[src/masked_data_pkg.sv]
`default_nettype none

package masked_data_pkg;

  localparam int unsigned XLEN    = 32; // Share width
  localparam int unsigned SHAMT_W = 5;  // Shift amount, log2(XLEN)

  // LFSR reset values
  localparam logic [XLEN-1:0] PRNG0_SEED = 32'h6789ABCD;
  localparam logic [XLEN-1:0] PRNG1_SEED = 32'h87654321;

  // Feedback taps, XNOR combined
  localparam int unsigned PRNG_TAP_A = 31;
  localparam int unsigned PRNG_TAP_B = 21;
  localparam int unsigned PRNG_TAP_C = 1;
  localparam int unsigned PRNG_TAP_D = 0;

  typedef logic [XLEN-1:0] word_t;

  typedef struct packed {
    word_t s0; // Share 0
    word_t s1; // Share 1
  } share_pair_t;

endpackage

`default_nettype wire

[src/masked_op_pkg.sv]
`default_nettype none

package masked_op_pkg;

  typedef enum logic [3:0] {
    OP_B_MASK   = 4'd0,
    OP_B_REMASK = 4'd1,
    OP_B_NOT    = 4'd2,
    OP_B_XOR    = 4'd3,
    OP_B_AND    = 4'd4,
    OP_B_IOR    = 4'd5,
    OP_B_SRLI   = 4'd6,  // Shift amounts come from rs2 share 0
    OP_B_SLLI   = 4'd7,
    OP_B_RORI   = 4'd8,
    OP_A_MASK   = 4'd9,
    OP_A_REMASK = 4'd10,
    OP_A_ADD    = 4'd11,
    OP_A_SUB    = 4'd12
  } masked_op_e;

  function automatic logic is_bool_op(input masked_op_e op);
    return op inside {OP_B_MASK, OP_B_REMASK, OP_B_NOT, OP_B_XOR, OP_B_AND, OP_B_IOR};
  endfunction

  function automatic logic is_shift_op(input masked_op_e op);
    return op inside {OP_B_SRLI, OP_B_SLLI, OP_B_RORI};
  endfunction

  function automatic logic is_arith_op(input masked_op_e op);
    return op inside {OP_A_MASK, OP_A_REMASK, OP_A_ADD, OP_A_SUB};
  endfunction

endpackage

`default_nettype wire

[src/masked_operand_if.sv]
`timescale 1ns/1ns
`default_nettype none

interface masked_operand_if;

  masked_op_pkg::masked_op_e op;     // Operation of the current request
  masked_data_pkg::word_t    rs1_s0; // First operand, share 0
  masked_data_pkg::word_t    rs1_s1; // First operand, share 1
  masked_data_pkg::word_t    rs2_s0; // Second operand, share 0 (shamt for shifts)
  masked_data_pkg::word_t    rs2_s1; // Second operand, share 1

  modport source (
    output op,
    output rs1_s0,
    output rs1_s1,
    output rs2_s0,
    output rs2_s1
  );

  modport unit (
    input op,
    input rs1_s0,
    input rs1_s1,
    input rs2_s0,
    input rs2_s1
  );

endinterface

`default_nettype wire

[src/masked_alu_top.sv]
`timescale 1ns/1ns
`default_nettype none

module masked_alu_top (
  input  wire                            g_clk,
  input  wire                            g_resetn,
  input  wire                            i_valid,
  input  wire                            i_prng_update,
  input  wire masked_op_pkg::masked_op_e i_op,
  input  wire masked_data_pkg::word_t    i_rs1_s0,
  input  wire masked_data_pkg::word_t    i_rs1_s1,
  input  wire masked_data_pkg::word_t    i_rs2_s0,
  input  wire masked_data_pkg::word_t    i_rs2_s1,
  output wire                            o_ready,
  output wire masked_data_pkg::word_t    o_rd_s0,
  output wire masked_data_pkg::word_t    o_rd_s1
);

  masked_data_pkg::word_t       gs0, gs1;
  masked_data_pkg::share_pair_t bool_res, shift_res, arith_res;

  masked_operand_if opnd ();

  // Source side of the operand bundle
  assign opnd.op     = i_op;
  assign opnd.rs1_s0 = i_rs1_s0;
  assign opnd.rs1_s1 = i_rs1_s1;
  assign opnd.rs2_s0 = i_rs2_s0;
  assign opnd.rs2_s1 = i_rs2_s1;

  masked_prng u_prng (.g_clk, .g_resetn, .i_valid, .i_prng_update, .o_gs0(gs0), .o_gs1(gs1));

  masked_bool_unit u_bool (.opnd(opnd), .i_gs0(gs0), .i_gs1(gs1), .o_res(bool_res));

  // One shifter per share, same padding word
  masked_shift_unit u_shift_s0 (.i_share(i_rs1_s0), .i_shamt(i_rs2_s0[masked_data_pkg::SHAMT_W-1:0]),
                                .i_pad(gs0), .i_op(i_op), .o_share(shift_res.s0));
  masked_shift_unit u_shift_s1 (.i_share(i_rs1_s1), .i_shamt(i_rs2_s0[masked_data_pkg::SHAMT_W-1:0]),
                                .i_pad(gs0), .i_op(i_op), .o_share(shift_res.s1));

  masked_arith_unit u_arith (.opnd(opnd), .i_gs(gs0), .o_res(arith_res));

  masked_result_stage u_result (
    .g_clk, .g_resetn, .i_valid, .opnd(opnd),
    .i_bool(bool_res), .i_shift(shift_res), .i_arith(arith_res),
    .o_ready, .o_rd_s0, .o_rd_s1
  );

endmodule

`default_nettype wire

[src/masked_arith_unit.sv]
`timescale 1ns/1ns
`default_nettype none

module masked_arith_unit (
  masked_operand_if.unit               opnd,
  input  wire masked_data_pkg::word_t  i_gs, // Fresh arithmetic mask
  output masked_data_pkg::share_pair_t o_res
);

  logic                   op_add, op_sub, op_mask, op_remask;
  logic                   carry_in;
  masked_data_pkg::word_t lhs0, rhs0;
  masked_data_pkg::word_t lhs1, rhs1;

  assign op_add    = (opnd.op == masked_op_pkg::OP_A_ADD);
  assign op_sub    = (opnd.op == masked_op_pkg::OP_A_SUB);
  assign op_mask   = (opnd.op == masked_op_pkg::OP_A_MASK);
  assign op_remask = (opnd.op == masked_op_pkg::OP_A_REMASK);

  assign carry_in = op_sub; // Two's complement of rs2, per share

  assign lhs0 = opnd.rs1_s0;
  assign rhs0 = op_add ? opnd.rs2_s0
              : op_sub ? ~opnd.rs2_s0
              :          i_gs;            // Mask and remask

  assign lhs1 = op_mask ? i_gs : opnd.rs1_s1;
  assign rhs1 = op_add    ? opnd.rs2_s1
              : op_sub    ? ~opnd.rs2_s1
              : op_remask ? i_gs
              :             '0;           // Mask keeps share 1 as gs

  // s0 - s1 is preserved modulo 2**XLEN
  assign o_res.s0 = lhs0 + rhs0 + {{(masked_data_pkg::XLEN-1){1'b0}}, carry_in};
  assign o_res.s1 = lhs1 + rhs1 + {{(masked_data_pkg::XLEN-1){1'b0}}, carry_in};

endmodule

`default_nettype wire

[src/masked_bool_unit.sv]
`timescale 1ns/1ns
`default_nettype none

module masked_bool_unit (
  masked_operand_if.unit               opnd,
  input  wire masked_data_pkg::word_t  i_gs0, // Guard share for AND and refresh
  input  wire masked_data_pkg::word_t  i_gs1, // Guard share for XOR
  output masked_data_pkg::share_pair_t o_res
);

  logic                   ior_op;
  masked_data_pkg::word_t a0, a1, b0, b1;
  masked_data_pkg::word_t and0, and1;
  masked_data_pkg::word_t xor0, xor1;
  masked_data_pkg::word_t fresh0;

  // OR via De Morgan, flip share 1 of both inputs
  assign ior_op = (opnd.op == masked_op_pkg::OP_B_IOR);
  assign a0     = opnd.rs1_s0;
  assign a1     = ior_op ? ~opnd.rs1_s1 : opnd.rs1_s1;
  assign b0     = opnd.rs2_s0;
  assign b1     = ior_op ? ~opnd.rs2_s1 : opnd.rs2_s1;

  // Non-DOM AND, cross terms folded into each share with the guard
  assign and0 = i_gs0 ^ (a0 & b1) ^ (a0 | ~b0);
  assign and1 = i_gs0 ^ (a1 & b1) ^ (a1 | ~b0);

  assign xor0 = i_gs1 ^ a0 ^ b0;
  assign xor1 = i_gs1 ^ a1 ^ b1;

  assign fresh0 = opnd.rs1_s0 ^ i_gs0; // Share 0 for mask, remask and NOT

  always_comb begin
    case (opnd.op)
      masked_op_pkg::OP_B_MASK:   o_res = '{s0: fresh0, s1: i_gs0};
      masked_op_pkg::OP_B_REMASK: o_res = '{s0: fresh0, s1: opnd.rs1_s1 ^ i_gs0};
      masked_op_pkg::OP_B_NOT:    o_res = '{s0: fresh0, s1: ~opnd.rs1_s1 ^ i_gs0};
      masked_op_pkg::OP_B_XOR:    o_res = '{s0: xor0, s1: xor1};
      masked_op_pkg::OP_B_AND:    o_res = '{s0: and0, s1: and1};
      masked_op_pkg::OP_B_IOR:    o_res = '{s0: and0, s1: ~and1}; // Undo the inversion
      default:                    o_res = '0;
    endcase
  end

endmodule

`default_nettype wire

[src/masked_prng.sv]
`timescale 1ns/1ns
`default_nettype none

module masked_prng (
  input  wire                    g_clk,
  input  wire                    g_resetn,
  input  wire                    i_valid,       // Operation accepted
  input  wire                    i_prng_update, // Explicit refresh request
  output masked_data_pkg::word_t o_gs0,
  output masked_data_pkg::word_t o_gs1
);

  masked_data_pkg::word_t prng0_q;
  masked_data_pkg::word_t prng1_q;
  logic                   advance;

  // Shift left, new bit enters at the LSB
  function automatic masked_data_pkg::word_t lfsr_next(input masked_data_pkg::word_t s);
    logic fb;
    fb = ~(s[masked_data_pkg::PRNG_TAP_A] ^ s[masked_data_pkg::PRNG_TAP_B] ^
           s[masked_data_pkg::PRNG_TAP_C] ^ s[masked_data_pkg::PRNG_TAP_D]);
    return {s[masked_data_pkg::XLEN-2:0], fb};
  endfunction

  assign advance = i_valid | i_prng_update;

  always_ff @(posedge g_clk) begin
    if (!g_resetn) begin
      prng0_q <= masked_data_pkg::PRNG0_SEED;
      prng1_q <= masked_data_pkg::PRNG1_SEED;
    end else if (advance) begin
      prng0_q <= lfsr_next(prng0_q);
      prng1_q <= lfsr_next(prng1_q);
    end
  end

  assign o_gs0 = prng0_q; // Units see the state before the step
  assign o_gs1 = prng1_q;

endmodule

`default_nettype wire

[src/masked_result_stage.sv]
`timescale 1ns/1ns
`default_nettype none

module masked_result_stage (
  input  wire                               g_clk,
  input  wire                               g_resetn,
  input  wire                               i_valid,
  masked_operand_if.unit                    opnd,
  input  wire masked_data_pkg::share_pair_t i_bool,
  input  wire masked_data_pkg::share_pair_t i_shift,
  input  wire masked_data_pkg::share_pair_t i_arith,
  output logic                              o_ready,
  output masked_data_pkg::word_t            o_rd_s0,
  output masked_data_pkg::word_t            o_rd_s1
);

  masked_data_pkg::share_pair_t sel;
  masked_data_pkg::share_pair_t rd_q;
  logic                         ready_q;

  // Pick one unit by opcode class
  always_comb begin
    if (masked_op_pkg::is_bool_op(opnd.op)) begin
      sel = i_bool;
    end else if (masked_op_pkg::is_shift_op(opnd.op)) begin
      sel = i_shift;
    end else if (masked_op_pkg::is_arith_op(opnd.op)) begin
      sel = i_arith;
    end else begin
      sel = '0;       // Unused encodings
    end
  end

  always_ff @(posedge g_clk) begin
    if (!g_resetn) begin
      ready_q <= 1'b0;
      rd_q    <= '0;
    end else begin
      ready_q <= i_valid;   // Fixed one-cycle latency
      if (i_valid) begin
        rd_q <= sel;        // Hold until the next accepted op
      end
    end
  end

  assign o_ready = ready_q;
  assign o_rd_s0 = rd_q.s0;
  assign o_rd_s1 = rd_q.s1;

endmodule

`default_nettype wire

[src/masked_shift_unit.sv]
`timescale 1ns/1ns
`default_nettype none

module masked_shift_unit (
  input  wire masked_data_pkg::word_t                 i_share, // One share of rs1
  input  wire [masked_data_pkg::SHAMT_W-1:0]          i_shamt,
  input  wire masked_data_pkg::word_t                 i_pad,   // Same word on both shares
  input  wire masked_op_pkg::masked_op_e              i_op,
  output masked_data_pkg::word_t                      o_share
);

  logic                   shift_left;
  logic                   rotate;
  masked_data_pkg::word_t lvl [0:masked_data_pkg::SHAMT_W];

  assign shift_left = (i_op == masked_op_pkg::OP_B_SLLI);
  assign rotate     = (i_op == masked_op_pkg::OP_B_RORI); // SRLI takes the plain right path

  assign lvl[0] = i_share;

  // Level k moves by 2**k bits
  for (genvar k = 0; k < masked_data_pkg::SHAMT_W; k++) begin : g_level
    localparam int unsigned N = 1 << k;

    logic [N-1:0]           fill_left;
    logic [N-1:0]           fill_right;
    masked_data_pkg::word_t shl;
    masked_data_pkg::word_t shr;

    // Each level draws padding from its own slice
    assign fill_left  = i_pad[masked_data_pkg::XLEN-N -: N];
    assign fill_right = rotate ? lvl[k][N-1:0]   // Wrapped bits
                               : i_pad[2*N-2 -: N];

    assign shl = {lvl[k][masked_data_pkg::XLEN-1-N:0], fill_left};
    assign shr = {fill_right, lvl[k][masked_data_pkg::XLEN-1:N]};

    assign lvl[k+1] = !i_shamt[k] ? lvl[k]
                    : shift_left  ? shl
                    :               shr;
  end

  // Padding is identical in both shares and drops out on unmasking
  assign o_share = lvl[masked_data_pkg::SHAMT_W];

endmodule

`default_nettype wire

[config.mk]
export PLATFORM = sky130hd
export DESIGN_NAME = masked_alu_top
export DESIGN_NICKNAME = d
export VERILOG_FILES = /design/src/masked_data_pkg.sv /design/src/masked_op_pkg.sv /design/src/masked_operand_if.sv /design/src/masked_alu_top.sv /design/src/masked_arith_unit.sv /design/src/masked_bool_unit.sv /design/src/masked_prng.sv /design/src/masked_result_stage.sv /design/src/masked_shift_unit.sv
export SDC_FILE = /design/constraint.sdc
export NUM_CORES = 1
export LEC_CHECK = 0
export BUFFER_PORTS_ARGS = -buffer_cell sky130_fd_sc_hd__buf_4
export CELL_PAD_IN_SITES_DETAIL_PLACEMENT = 1
export CELL_PAD_IN_SITES_GLOBAL_PLACEMENT = 2
export CORE_MARGIN = 5
export CORE_UTILIZATION = 36
export CTS_BUF_LIST = sky130_fd_sc_hd__clkbuf_16
export CTS_CLUSTER_DIAMETER = 50
export DETAILED_ROUTE_END_ITERATION = 8
export PLACE_DENSITY_LB_ADDON = 0.1
export SLEW_MARGIN = 20
export SYNTH_ARGS = -nofsm -noshare
export SYNTH_HDL_FRONTEND = slang
export SYNTH_HIERARCHICAL = 1
export SYNTH_SLANG_ARGS = --single-unit
[constraint.sdc]
create_clock -name g_clk -period 6.4 [get_ports g_clk]
set_input_delay 1.28 -clock g_clk [delete_from_list [all_inputs] [get_ports g_clk]]
set_output_delay 1.28 -clock g_clk [all_outputs]
set_load 0.02 [all_outputs]
==> qor.txt <==
Most frequent cells in the layout -> nand2_1 (538), buf_4 (341), o21ai_0 (333)
Top cell type by total area after synthesis -> dfxtp_1
WHS Endpoint -> u_prng/o_gs0[29]
Worst reg2reg endpoint -> u_result/o_rd_s1[26]
Die Span Y -> 290.4 µm
Worst Setup End Kind -> flip-flop
Slew headroom -> 20.70%
Period minus WS final -> 5.512 ns
Nets -> 4262
Die Wd -> 290.4 µm
Yosys top cell area share -> 9.127%
Pin count of the biggest net entering global routing -> 93
Clock sinks -> 129
# rows -> 102
R2R Setup Slk -> 2.31 ns
Post-DR wirelength/cell -> 32.37 µm
Post-CTS Hold Buffers -> 0
Final wirelength -> 165800 µm
Power Dens Cells -> 155.4 mW/mm²
Leakage power -> 11.47 nW
Ys async rst share -> 0%
TritonCTS Buffers -> 17
Critical Path Source Type -> input pin
Final Hold Fails -> 0
Reg clk slew, reported paths -> 0.08 ns
Post-Syn Nets -> 4319
Hold_sp -> u_prng/o_gs0[29]
Initial drt markers -> 3972
Initial core utilization -> 36.41%
Via Count -> 34640
First-pass GRT wire length -> 236500 µm
Vias/cell -> 6.762
R2R depth -> 15
Sequential fraction of the synthesis area -> 9.127%
Top_reg_cell synth -> dfxtp_1
Root buffer cell -> clkbuf_16
Critical-path cell list -> buf_4 > nor2b_1 > nand3_4 > buf_4 > o211ai_1 > o211ai_1 > ha_1 > a21oi_1 > fa_1 > nor2b_1 > o31a_1 > a21oi_2 > a31oi_1 > a211oi_2 > o311ai_1 > a21oi_1 > xnor2_1 > nand4_1 > a41oi_1
Max stage delay on crit path -> 0.55 ns
Synth Cell Area -> 0.02830 mm²
I/O pin total -> 201
Synth warnings -> 6
Post-synth EDFFs -> 0
CP bufs+invs -> 2
Setup TNS -> 0 ns
Maxcap violations -> 0
#FFs+latches synth -> 129
Hold crit path type -> flip-flop to flip-flop
DRT Pass-1 Iters -> 6
Final Cell Area -> 0.03096 mm²
GR Util All Layers -> 36.87%
Layout cell share with drive strength beyond 1 -> 14.48%
Number of global-route vias before repair -> 33330
Slew @ Worst Pin -> 1.188 ns
Initial antenna violation count -> 20
Max VDD drop -> 191.1 µV
Post-route DRC -> 0
RePlAce Congestion -> 0.9930
Yosys cell types -> 112
Max Fanout on Critical Path -> 62
DP Area -> 0.03036 mm²
H-tree depth -> 4
Most common cell after layout, fill and taps aside -> nand2_1
Avg Cell Area, Syn -> 6.870 µm²
Max-slew violations -> 0
Final setup viols -> 0
Non-Filler Instances -> 5123
GRT overflow -> 0
Area grow syn2layout -> 9.432%
Port Buffer Count -> 200
FF-to-FF Start -> u_prng/o_gs0[0]
RSZ-0062 raised after global routing -> false
Arrival time worst endpoint -> 5.94 ns
Crit-path slowest cell -> a211oi_2
PostCTS Resize Cnt -> 0
Routed Antenna Nets -> 0
Top post-synthesis cells by area -> dfxtp_1 (9.1%), nand2_1 (7.1%), o21ai_0 (5.9%)
Area of the die -> 0.08431 mm²
CP top delay family -> compound AO/OA/AOI/OAI gates
Core area -> 0.07772 mm²
Insertion delay of the later-clocked pin in the worst-skew pair -> 0.51 ns
Hold path cells -> 2
CTS tree -> yes
Final Cycle Share -> 86.12%
Critical path class -> input pin to flip-flop
Placed wire-length estimate -> 119000 µm
Setup Fix Bufs, Post-CTS -> 0
Fmax -> 181.4 MHz
Clk buf depth -> 2
Placed instance count -> 5083
Required time worst endpoint -> 6.82 ns
Status -> finished clean
Syn Inst Count -> 4119
Clock skew -> 0.02353 ns
## flip-flops by register name, summed over array words and instances, names as in the netlist
signal	cells
u_result/o_rd_s0	32
u_prng/o_gs1	32
u_prng/o_gs0	32
u_result/o_ready	1
u_result/o_rd_s1	32
## area by class of cell
cell class	instances	area [µm²]
Fill cell	9846	46760
Multi-Input combinational cell	3509	23500
Clock inverter	15	162.7
Sequential cell	129	2584
Clock buffer	17	425.4
Tap cell	1040	1301
Timing Repair Buffer	353	2779
Antenna cell	8	20.02
Inverter	52	195.2
## cell usage after synthesis (29+ instances only)
master,count
inv_1,46
a41oi_1,55
o21ai_0,334
a21oi_1,257
clkbuf_1,202
nand2_1,538
a21boi_0,45
o221ai_1,45
nand2b_1,37
dfxtp_1,129
nand3b_1,72
nand3_1,174
buf_4,32
o22ai_1,58
nand4_1,84
mux2i_1,150
nor4_1,38
xnor2_1,112
nor2_1,287
o211ai_1,132
a22oi_1,33
or2_2,29
a211oi_1,49
a31oi_1,30
nor2b_1,86
buf_2,132
mux2_2,59
a21o_1,40
xor2_1,56
buf_1,30
ha_1,62
xnor3_1,32
nor3_1,104
nor3b_1,54
## worst max path at each step
| stage | startpoint | endpoint | slack [ns] | depth (start not counted) |
|---|---|---|---|---|
| after CTS | i_op[1] | u_result/o_rd_s0[30] | 0.99 | 19 |
| after floorplan | i_op[1] | u_result/o_rd_s1[26] | 1.31 | 18 |
| after global placement | i_op[1] | u_result/o_rd_s0[30] | 0.46 | 19 |
| after global routing | i_op[1] | u_result/o_rd_s0[30] | 0.54 | 19 |
| final | i_op[1] | u_result/o_rd_s0[30] | 0.89 | 19 |
| after detailed placement | i_op[1] | u_result/o_rd_s0[30] | 0.47 | 19 |
## logic make-up (layout without fill, tap and decap cells)
| kind of cell | count (synthesis) | in the layout | share of synthesized area (%) |
|---|---|---|---|
| flip-flops | 129 | 129 | 9.127 |
| adder cells (fa/ha/maj) | 64 | 64 | 2.883 |
| other | 0 | 8 | 0 |
| buffers and inverters | 481 | 437 | 8.132 |
| AO/OA/AOI/OAI | 1432 | 1432 | 35.36 |
| XOR/XNOR | 202 | 202 | 7.915 |
| multiplexers | 227 | 227 | 9.007 |
| AND/OR/NAND/NOR | 1584 | 1584 | 27.57 |
## metal layers
| layer | routed length (µm) | track usage (%) | vias to the layer above |
|---|---|---|---|
| met3 | 13990 | 8.307 | 369 |
| li1 | - | - | 15380 |
| met2 | 72990 | 57.53 | 1575 |
| met4 | 8649 | 17.35 | 18 |
| met5 | 121 | 0 | - |
| met1 | 70070 | 48.37 | 17300 |
## per-stage QoR
step	power, mW	util, %	hold slack, ns	setup WS [ns]
final	4.812	39.84	0.4793	0.8880
after floorplan	2.620	-	0.4856	1.308
after detailed placement	3.681	39.06	0.4616	0.4707
after CTS	4.753	39.81	0.4801	0.9889
after global routing	5.005	39.82	0.5173	0.5390
after global placement	3.668	39.06	0.4529	0.4598
## worst reg2reg max path: stages (launching register included)
cell      delay [ns]
dfxtp_1         0.35
buf_4           0.23
mux2_2          0.30
ha_1            0.34
a21o_1          0.19
fa_1            0.40
a21o_1          0.22
a221oi_2        0.41
o31ai_2         0.20
nor4_4          0.26
o21ai_2         0.19
a31oi_1         0.31
o21ai_1         0.13
xor2_1          0.15
nand4_1         0.10
a41oi_1         0.25
## report_power, final
| part | total (mW) | switching (mW) | internal, mW |
|---|---|---|---|
| Combinational | 2.78 | 1.80 | 0.980 |
| Sequential | 0.983 | 0.114 | 0.870 |
| Clock | 1.05 | 0.532 | 0.521 |
| Total | 4.81 | 2.44 | 2.37 |
No activity file was read; power rests on OpenSTA's default activity.
